--- src/hdl/top_pkg.sv ---
package top_pkg;

  typedef logic [31:0] word_t;
  typedef logic [31:0] addr_t;

  typedef enum logic [3:0] {
    LDI   = 4'h0,
    ADDI  = 4'h1,
    LOAD  = 4'h2,
    ADD   = 4'h3,
    STORE = 4'h4,
    BNZ   = 4'h5,
    RETI  = 4'h6,
    HALT  = 4'h7
  } opcode_e;

  typedef struct packed {
    opcode_e            op;
    logic signed [27:0] imm;  // Sign extended to 32 bits on use
  } imm_fmt_t;

  typedef struct packed {
    opcode_e     op;
    logic [27:0] addr;  // Byte address of a word, upper nibble is zero
  } mem_fmt_t;

  // Both views cover the same 32-bit instruction word
  typedef union packed {
    imm_fmt_t imm;
    mem_fmt_t mem;
  } instr_u;

  localparam logic [1:0] resp_okay = 2'b00;

endpackage
--- src/hdl/top.sv ---
`timescale 1ns/1ps

module top #(
  parameter top_pkg::addr_t RESET_PC = 32'h0000_0000,
  parameter top_pkg::addr_t IRQ_VEC  = 32'h0000_0100
) (
  input  logic        clock,
  input  logic        arst_n,
  input  logic        io_master_arready,
  output logic        io_master_arvalid,
  output logic [31:0] io_master_araddr,
  output logic [3:0]  io_master_arid,
  output logic [7:0]  io_master_arlen,
  output logic [2:0]  io_master_arsize,
  output logic [1:0]  io_master_arburst,
  output logic        io_master_rready,
  input  logic        io_master_rvalid,
  input  logic [1:0]  io_master_rresp,
  input  logic [31:0] io_master_rdata,
  input  logic        io_master_rlast,
  input  logic [3:0]  io_master_rid,
  input  logic        io_master_awready,
  output logic        io_master_awvalid,
  output logic [31:0] io_master_awaddr,
  output logic [3:0]  io_master_awid,
  output logic [7:0]  io_master_awlen,
  output logic [2:0]  io_master_awsize,
  output logic [1:0]  io_master_awburst,
  input  logic        io_master_wready,
  output logic        io_master_wvalid,
  output logic [31:0] io_master_wdata,
  output logic [3:0]  io_master_wstrb,
  output logic        io_master_wlast,
  output logic        io_master_bready,
  input  logic        io_master_bvalid,
  input  logic [1:0]  io_master_bresp,
  input  logic [3:0]  io_master_bid,
  output logic        io_slave_arready,
  input  logic        io_slave_arvalid,
  input  logic [31:0] io_slave_araddr,
  input  logic [3:0]  io_slave_arid,
  input  logic [7:0]  io_slave_arlen,
  input  logic [2:0]  io_slave_arsize,
  input  logic [1:0]  io_slave_arburst,
  input  logic        io_slave_rready,
  output logic        io_slave_rvalid,
  output logic [1:0]  io_slave_rresp,
  output logic [31:0] io_slave_rdata,
  output logic        io_slave_rlast,
  output logic [3:0]  io_slave_rid,
  output logic        io_slave_awready,
  input  logic        io_slave_awvalid,
  input  logic [31:0] io_slave_awaddr,
  input  logic [3:0]  io_slave_awid,
  input  logic [7:0]  io_slave_awlen,
  input  logic [2:0]  io_slave_awsize,
  input  logic [1:0]  io_slave_awburst,
  output logic        io_slave_wready,
  input  logic        io_slave_wvalid,
  input  logic [31:0] io_slave_wdata,
  input  logic [7:0]  io_slave_wstrb,
  input  logic        io_slave_wlast,
  input  logic        io_slave_bready,
  output logic        io_slave_bvalid,
  output logic [1:0]  io_slave_bresp,
  output logic [3:0]  io_slave_bid,
  input  logic        io_interrupt
);

  // Nothing in the core answers on the slave port
  assign io_slave_awready = 1'b0;
  assign io_slave_wready  = 1'b0;
  assign io_slave_bvalid  = 1'b0;
  assign io_slave_bresp   = 2'b00;
  assign io_slave_bid     = 4'h0;
  assign io_slave_arready = 1'b0;
  assign io_slave_rvalid  = 1'b0;
  assign io_slave_rresp   = 2'b00;
  assign io_slave_rdata   = 32'h0;
  assign io_slave_rlast   = 1'b0;
  assign io_slave_rid     = 4'h0;

  top_core #(
    .RESET_PC (RESET_PC),
    .IRQ_VEC  (IRQ_VEC)
  ) core_i (
    .clk    (clock),
    .arst_n (arst_n),
    .irq    (io_interrupt),
    .*                       // Master channels keep their names
  );

endmodule

--- src/hdl/top_core.sv ---
`timescale 1ns/1ps

module top_core #(
  parameter top_pkg::addr_t RESET_PC = 32'h0000_0000,
  parameter top_pkg::addr_t IRQ_VEC  = 32'h0000_0100
) (
  input  logic        clk,
  input  logic        arst_n,
  input  logic        irq,
  input  logic        io_master_arready,
  output logic        io_master_arvalid,
  output logic [31:0] io_master_araddr,
  output logic [3:0]  io_master_arid,
  output logic [7:0]  io_master_arlen,
  output logic [2:0]  io_master_arsize,
  output logic [1:0]  io_master_arburst,
  output logic        io_master_rready,
  input  logic        io_master_rvalid,
  input  logic [1:0]  io_master_rresp,
  input  logic [31:0] io_master_rdata,
  input  logic        io_master_rlast,
  input  logic [3:0]  io_master_rid,
  input  logic        io_master_awready,
  output logic        io_master_awvalid,
  output logic [31:0] io_master_awaddr,
  output logic [3:0]  io_master_awid,
  output logic [7:0]  io_master_awlen,
  output logic [2:0]  io_master_awsize,
  output logic [1:0]  io_master_awburst,
  input  logic        io_master_wready,
  output logic        io_master_wvalid,
  output logic [31:0] io_master_wdata,
  output logic [3:0]  io_master_wstrb,
  output logic        io_master_wlast,
  output logic        io_master_bready,
  input  logic        io_master_bvalid,
  input  logic [1:0]  io_master_bresp,
  input  logic [3:0]  io_master_bid
);
  import top_pkg::*;

  logic  req;
  logic  we;
  logic  done;
  addr_t addr;
  word_t wdata;
  word_t rdata;

  // Every transfer is one 4-byte beat with ID 0, so the attributes are fixed
  assign io_master_arid    = 4'h0;
  assign io_master_arlen   = 8'h00;
  assign io_master_arsize  = 3'd2;
  assign io_master_arburst = 2'b01;
  assign io_master_awid    = 4'h0;
  assign io_master_awlen   = 8'h00;
  assign io_master_awsize  = 3'd2;
  assign io_master_awburst = 2'b01;
  assign io_master_wstrb   = 4'hf;

  acc_cpu #(
    .RESET_PC (RESET_PC),
    .IRQ_VEC  (IRQ_VEC)
  ) cpu_i (
    .clk    (clk),
    .arst_n (arst_n),
    .irq    (irq),
    .req    (req),
    .we     (we),
    .addr   (addr),
    .wdata  (wdata),
    .done   (done),
    .rdata  (rdata)
  );

  axi_single_master bridge_i (
    .clk       (clk),
    .arst_n    (arst_n),
    .req       (req),
    .we        (we),
    .addr      (addr),
    .wdata     (wdata),
    .done      (done),
    .rdata     (rdata),
    .arvalid   (io_master_arvalid),
    .arready   (io_master_arready),
    .araddr    (io_master_araddr),
    .rvalid    (io_master_rvalid),
    .rready    (io_master_rready),
    .rdata_in  (io_master_rdata),
    .awvalid   (io_master_awvalid),
    .awready   (io_master_awready),
    .awaddr    (io_master_awaddr),
    .wvalid    (io_master_wvalid),
    .wready    (io_master_wready),
    .wdata_out (io_master_wdata),
    .wlast     (io_master_wlast),
    .bvalid    (io_master_bvalid),
    .bready    (io_master_bready)
  );

endmodule

--- src/hdl/axi_single_master.sv ---
`timescale 1ns/1ps

module axi_single_master (
  input  logic           clk,
  input  logic           arst_n,
  input  logic           req,
  input  logic           we,
  input  top_pkg::addr_t addr,
  input  top_pkg::word_t wdata,
  output logic           done,
  output top_pkg::word_t rdata,
  output logic           arvalid,
  input  logic           arready,
  output top_pkg::addr_t araddr,
  input  logic           rvalid,
  output logic           rready,
  input  top_pkg::word_t rdata_in,
  output logic           awvalid,
  input  logic           awready,
  output top_pkg::addr_t awaddr,
  output logic           wvalid,
  input  logic           wready,
  output top_pkg::word_t wdata_out,
  output logic           wlast,
  input  logic           bvalid,
  output logic           bready
);
  import top_pkg::*;

  typedef enum logic [1:0] {
    IDLE,
    RD,
    WR
  } state_e;

  state_e state;
  addr_t  addr_q;
  word_t  wdata_q;
  logic   r_hs;
  logic   b_hs;
  logic   aw_clear;
  logic   w_clear;

  assign r_hs     = rvalid && rready;
  assign b_hs     = bvalid && bready;
  assign aw_clear = !awvalid || awready;  // AW accepted by the end of this cycle
  assign w_clear  = !wvalid || wready;

  assign done      = r_hs || b_hs;
  assign rdata     = rdata_in;
  assign araddr    = addr_q;
  assign awaddr    = addr_q;
  assign wdata_out = wdata_q;
  assign wlast     = wvalid;  // Single beat, so the only beat is the last

  always_ff @(posedge clk) begin
    if (state == IDLE && req) begin
      addr_q  <= addr;
      wdata_q <= wdata;
    end
  end

  always_ff @(posedge clk or negedge arst_n) begin
    if (!arst_n) begin
      state   <= IDLE;
      arvalid <= 1'b0;
      rready  <= 1'b0;
      awvalid <= 1'b0;
      wvalid  <= 1'b0;
      bready  <= 1'b0;
    end else begin
      case (state)
        IDLE: begin
          if (req && we) begin
            awvalid <= 1'b1;
            wvalid  <= 1'b1;
            state   <= WR;
          end else if (req) begin
            arvalid <= 1'b1;
            state   <= RD;
          end
        end
        RD: begin
          if (arvalid && arready) begin
            arvalid <= 1'b0;
            rready  <= 1'b1;
          end
          if (r_hs) begin
            rready <= 1'b0;
            state  <= IDLE;
          end
        end
        WR: begin
          if (awvalid && awready) begin
            awvalid <= 1'b0;
          end
          if (wvalid && wready) begin
            wvalid <= 1'b0;
          end
          if (b_hs) begin
            bready <= 1'b0;
            state  <= IDLE;
          end else if (!bready && aw_clear && w_clear) begin
            bready <= 1'b1;  // Both address and data are in
          end
        end
        default: state <= IDLE;
      endcase
    end
  end

endmodule

--- src/hdl/acc_cpu.sv ---
`timescale 1ns/1ps

module acc_cpu #(
  parameter top_pkg::addr_t RESET_PC = 32'h0000_0000,
  parameter top_pkg::addr_t IRQ_VEC  = 32'h0000_0100
) (
  input  logic           clk,
  input  logic           arst_n,
  input  logic           irq,
  output logic           req,
  output logic           we,
  output top_pkg::addr_t addr,
  output top_pkg::word_t wdata,
  input  logic           done,
  input  top_pkg::word_t rdata
);
  import top_pkg::*;

  typedef enum logic [1:0] {
    FETCH,
    DECODE,
    MEM,
    HALTED
  } state_e;

  state_e state;
  logic   fetch_busy;  // Fetch request sent, waiting for done
  logic   in_irq;
  addr_t  pc;
  addr_t  epc;
  word_t  acc;
  instr_u ir;
  word_t  imm_sext;
  addr_t  mem_addr;
  addr_t  next_pc;
  logic   retire;

  assign imm_sext = {{4{ir.imm.imm[27]}}, ir.imm.imm};
  assign mem_addr = {4'h0, ir.mem.addr[27:2], 2'b00};

  // Instruction boundary and the pc that follows it
  always_comb begin
    retire  = 1'b0;
    next_pc = pc + 32'd4;
    if (state == DECODE) begin
      case (ir.imm.op)
        LDI, ADDI: retire = 1'b1;
        BNZ: begin
          retire = 1'b1;
          if (acc != '0) begin
            next_pc = mem_addr;
          end
        end
        RETI: begin
          retire  = 1'b1;
          next_pc = epc;
        end
        default: retire = 1'b0;
      endcase
    end else if (state == MEM) begin
      retire = done;
    end
  end

  always_ff @(posedge clk or negedge arst_n) begin
    if (!arst_n) begin
      state      <= FETCH;
      fetch_busy <= 1'b0;
      in_irq     <= 1'b0;
      pc         <= RESET_PC;
      epc        <= '0;
      acc        <= '0;
      req        <= 1'b0;
      we         <= 1'b0;
    end else begin
      req <= 1'b0;
      case (state)
        FETCH: begin
          if (!fetch_busy) begin
            req        <= 1'b1;
            we         <= 1'b0;
            fetch_busy <= 1'b1;
          end else if (done) begin
            fetch_busy <= 1'b0;
            state      <= DECODE;
          end
        end
        DECODE: begin
          case (ir.imm.op)
            LDI:  acc <= imm_sext;
            ADDI: acc <= acc + imm_sext;
            LOAD, ADD, STORE: begin
              req   <= 1'b1;
              we    <= (ir.mem.op == STORE);
              state <= MEM;
            end
            RETI: in_irq <= 1'b0;
            BNZ:  ;
            default: state <= HALTED;  // HALT, and any undefined opcode
          endcase
        end
        MEM: begin
          if (done && ir.mem.op == LOAD) begin
            acc <= rdata;
          end else if (done && ir.mem.op == ADD) begin
            acc <= acc + rdata;
          end
        end
        default: state <= HALTED;
      endcase

      if (retire) begin
        state <= FETCH;
        if (irq && !in_irq) begin  // Take the interrupt instead of next_pc
          epc    <= next_pc;
          pc     <= IRQ_VEC;
          in_irq <= 1'b1;
        end else begin
          pc <= next_pc;
        end
      end
    end
  end

  always_ff @(posedge clk) begin
    if (state == FETCH && !fetch_busy) begin
      addr <= pc;
    end else if (state == DECODE) begin
      addr  <= mem_addr;
      wdata <= acc;
    end
    if (state == FETCH && fetch_busy && done) begin
      ir <= rdata;
    end
  end

endmodule

--- config.mk ---
export PLATFORM = sky130hd
export DESIGN_NAME = top
export DESIGN_NICKNAME = d
export VERILOG_FILES = /design/src/hdl/top_pkg.sv /design/src/hdl/top.sv /design/src/hdl/top_core.sv /design/src/hdl/axi_single_master.sv /design/src/hdl/acc_cpu.sv
export SDC_FILE = /design/constraint.sdc
export NUM_CORES = 1
export LEC_CHECK = 0
export ABC_AREA = 1
export BUFFER_PORTS_ARGS = -buffer_cell sky130_fd_sc_hd__clkbuf_2
export CORE_MARGIN = 8
export CORE_UTILIZATION = 25
export DETAILED_ROUTE_END_ITERATION = 7
export MAX_ROUTING_LAYER = met4
export PLACE_DENSITY = 0.51
export SLEW_MARGIN = 20
export SYNTH_ARGS = -nofsm -noshare
export SYNTH_HDL_FRONTEND = slang
export SYNTH_SLANG_ARGS = --single-unit
--- constraint.sdc ---
create_clock -name clock -period 3.8 [get_ports clock]
set_input_delay 0.38 -clock clock [delete_from_list [all_inputs] [get_ports clock]]
set_output_delay 0.38 -clock clock [all_outputs]
set_load 0.02 [all_outputs]
==> results.cfg <==
[status]
outcome = finished clean

[synthesis]
synth_edf_count = 160
synthFlopType = edfxtp_1
syn-cell-area_sq_um = 16900
synth_async_sr_flop_share = 0.405
ys_ff_latch = 269
ys_seq_area_frac = 0.445
synth_top_family_by_area = simple AND/OR/NAND/NOR gates
muxShareOfSynthArea = 0
syn_area_per_cell_sq_um = 7.67
yosys_warnings = 0
synth_xor_area_frac = 0.0207
synth_cell_types = 42
synth_fa_ha_area_frac = 0.0519
synth-compound-area-share = 0.0795
syn_inst = 2206
synthSimpleGateAreaFrac = 0.279

[drt]
drt-total-wl_um = 50800
drc = 0
viasPerCell = 4.31
wl_per_cell_um = 15.8
ant_nets = 0
drt_pass1_iterations = 5
vias = 13800
drt-initial-drc-count = 858

[clocking]
cts_buffers = 29
clock_sinks = 269
post_cts_resized = 0
cts_tree = done
hold_buffers = 1
htree_levels = 1
worstSkewPairLatency_ns = 0.57
cts_root_buffer = clkbuf_16
cts_setup_buffers = 0
clk_pin_slew_ns = 0.06
clockBufferDepth = 3

[placed_design]
place_hpwl_um = 39800
finalWeightedCongestion = 0.900
io_buffers = 141

[final_layout]
nets = 2580
fill_cells = 7357
multi_input_area_sq_um = 7660
area.growth.synth_to_final_pct = 12.9
ff_latch_area_sq_um = 7530
n_antenna_cell = 0
utilization = 0.285
drive_above_1_share = 0.103

[critical_path]
slowest_delay_ns = 0.47
critPathMostFrequentCell = nand2_1
crit_arrival_ns = 3.28
cp-start-kind = register
crit_fanout = 5
crit_path_cell_trace = ha_1, fa_1, nand3_1, nand2_1, nand2_1, nand2_1, nand2_1, nand2_1, nand2_1, nand2_1, nand2_1, nand2_1, o21ai_0, nand2_1, nand2_1, nand2_1
cp-end-kind = register
crit_type = reg -> reg
critPathBufInv = 0
reg2regPathDepth = 16
crit_slowest_cell = fa_1
path_delay_family = simple AND/OR/NAND/NOR gates
critPathRequiredTime_ns = 4.25
crit_cells = 16

[pwr]
ir_drop_v = 0.000341
p_leak_nw = 9.09
p_per_area_nw_per_um2 = 825

[floorplanning]
die_h_um = 276
core_area_sq_um = 67000
io_pins = 387
design.die.area_sq_um = 76300
die_x_um = 276
start_util = 0.252
rows = 95

[worst_hold_path]
hold_depth = 1
hp-class = in -> reg

[sta]
tightest_slew_ns = 1.05
setup-tns-final_ns = 0
period_needed_ns = 2.82
rsz0062_at_grt = no
setup_viol = 0
slew_headroom = 0.295
hold-worst-slack_ns = 0.0343
drv_slew = 0
finClkSkew_ns = 0.0117
finalHoldViolations = 0
max_freq_mhz = 354
finalCritPeriodShare = 0.743

[global_routing]
grt_pass1_wl_um = 79500
grt_pass1_vias = 13800
grt-ovfl-total = 0
grt_max_degree = 66
antenna_found_initial = 0
grt_usage = 0.133

[run]
drv_cap = 0
## where the power goes
part	total [mW]	internal, mW	switching (mW)
combinational	7.35	2.36	5.00
clock	2.94	1.72	1.23
sequential	5.46	4.48	0.983
## metrics by stage
step / setup slack [ns] / std cells / power (mW) / cell area [sq um]
6_report: 0.978 / 3210 / 15.8 / 19100
5_1_grt: 0.702 / 3210 / 17.2 / 19100
4_1_cts: 0.994 / 3210 / 15.9 / 19100
3_5_place_dp: 1.01 / 3155 / 12.9 / 18100
3_3_place_gp: 1.02 / 3155 / 12.9 / 18100
2_1_floorplan: 0.830 / 2292 / 10.7 / 17200
## layout make-up
| class | count | share of cell area |
|---|---|---|
| Timing Repair Buffer | 161 | 0.0457 |
| Tap cell | 873 | 0.0572 |
| Clock buffer | 34 | 0.0400 |
| Inverter | 252 | 0.0497 |
| Multi-Input combinational cell | 1601 | 0.401 |
| Sequential cell | 269 | 0.394 |
| Clock inverter | 20 | 0.0117 |
## worst reg2reg max path, stage by stage (launching register included)
cell	delay, ns
dfrtp_1	0.43
ha_1	0.26
fa_1	0.47
nand3_1	0.10
nand2_1	0.14
nand2_1	0.10
nand2_1	0.10
nand2_1	0.08
nand2_1	0.15
nand2_1	0.10
nand2_1	0.06
nand2_1	0.05
nand2_1	0.04
o21ai_0	0.38
nand2_1	0.13
nand2_1	0.08
nand2_1	0.05
## sequential cells by signal, summed over array words and instances, names as in the netlist, 2 cells and up
signal	flops
core_i.cpu_i.ir	32
core_i.cpu_i.epc	32
core_i.cpu_i.acc	32
core_i.cpu_i.state	2
core_i.cpu_i.pc	32
core_i.bridge_i.araddr	32
core_i.cpu_i.addr	32
core_i.cpu_i.wdata	32
core_i.bridge_i.state	2
core_i.bridge_i.wdata_out	32
## cell usage after synthesis (all sizes together) (2+ instances only)
cell,instances,area share
xnor2,16,0.0083
o21a,4,0.0018
ha,67,0.050
o211ai,13,0.0058
inv,251,0.056
conb,2,0.00044
a211oi,2,0.00089
a31oi,18,0.0067
clkbuf,28,0.0062
nor4,9,0.0033
nand4,17,0.0063
o21bai,15,0.0067
a21oi,80,0.024
nand3,118,0.035
fa,2,0.0024
nor3,27,0.0092
dfrtp,109,0.16
or2,11,0.0041
nand2,754,0.17
buf,142,0.061
o31ai,2,0.00089
a21o,3,0.0013
o21ai,103,0.030
nor2,218,0.050
xor2,24,0.012
edfxtp,160,0.28
nand3b,6,0.0027
## cells in the final DEF (no fill, tap or decap), types with 80 or more instances in the layout
master / synthesis / final
nand2_1: 752 / 751
nand3_1: 118 / 118
o21ai_0: 98 / 98
edfxtp_1: 160 / 160
inv_1: 247 / 247
dfrtp_1: 109 / 109
a21oi_1: 80 / 80
conb_1: 2 / 88
nor2_1: 212 / 209
clkbuf_2: 0 / 140
## metal layers
metal,global-route usage,vias up,wire length (um)
met5,-,-,0
met4,0.0350,0,1230
met3,0.0171,63,2210
met2,0.217,324,23500
met1,0.174,6333,23900
li1,-,7125,-
## cells by family after synthesis
logic type      Yosys count
xor+xnor                 40
simple gates           1161
other cells               2
flops                   269
compound gates          243
buf+inv                 422
fa+ha+maj                69
## path summary, 6_finish.rpt
check / startpoint / end / slack (ns)
hold / removal: io_master_rdata[6] / core_i.cpu_i.ir[6] / 0.03
setup reg to reg: core_i.cpu_i.acc[0] / core_i.cpu_i.acc[22] / 0.98
setup / recovery: core_i.cpu_i.acc[0] / core_i.cpu_i.acc[22] / 0.98
max in group asynchronous: arst_n / core_i.cpu_i.acc[25] / 2.51
min in group asynchronous: arst_n / core_i.cpu_i.acc[2] / 0.44
hold reg to reg: core_i.cpu_i.wdata[4] / core_i.bridge_i.wdata_out[4] / 0.41
No activity file was read; power rests on OpenSTA's default activity.
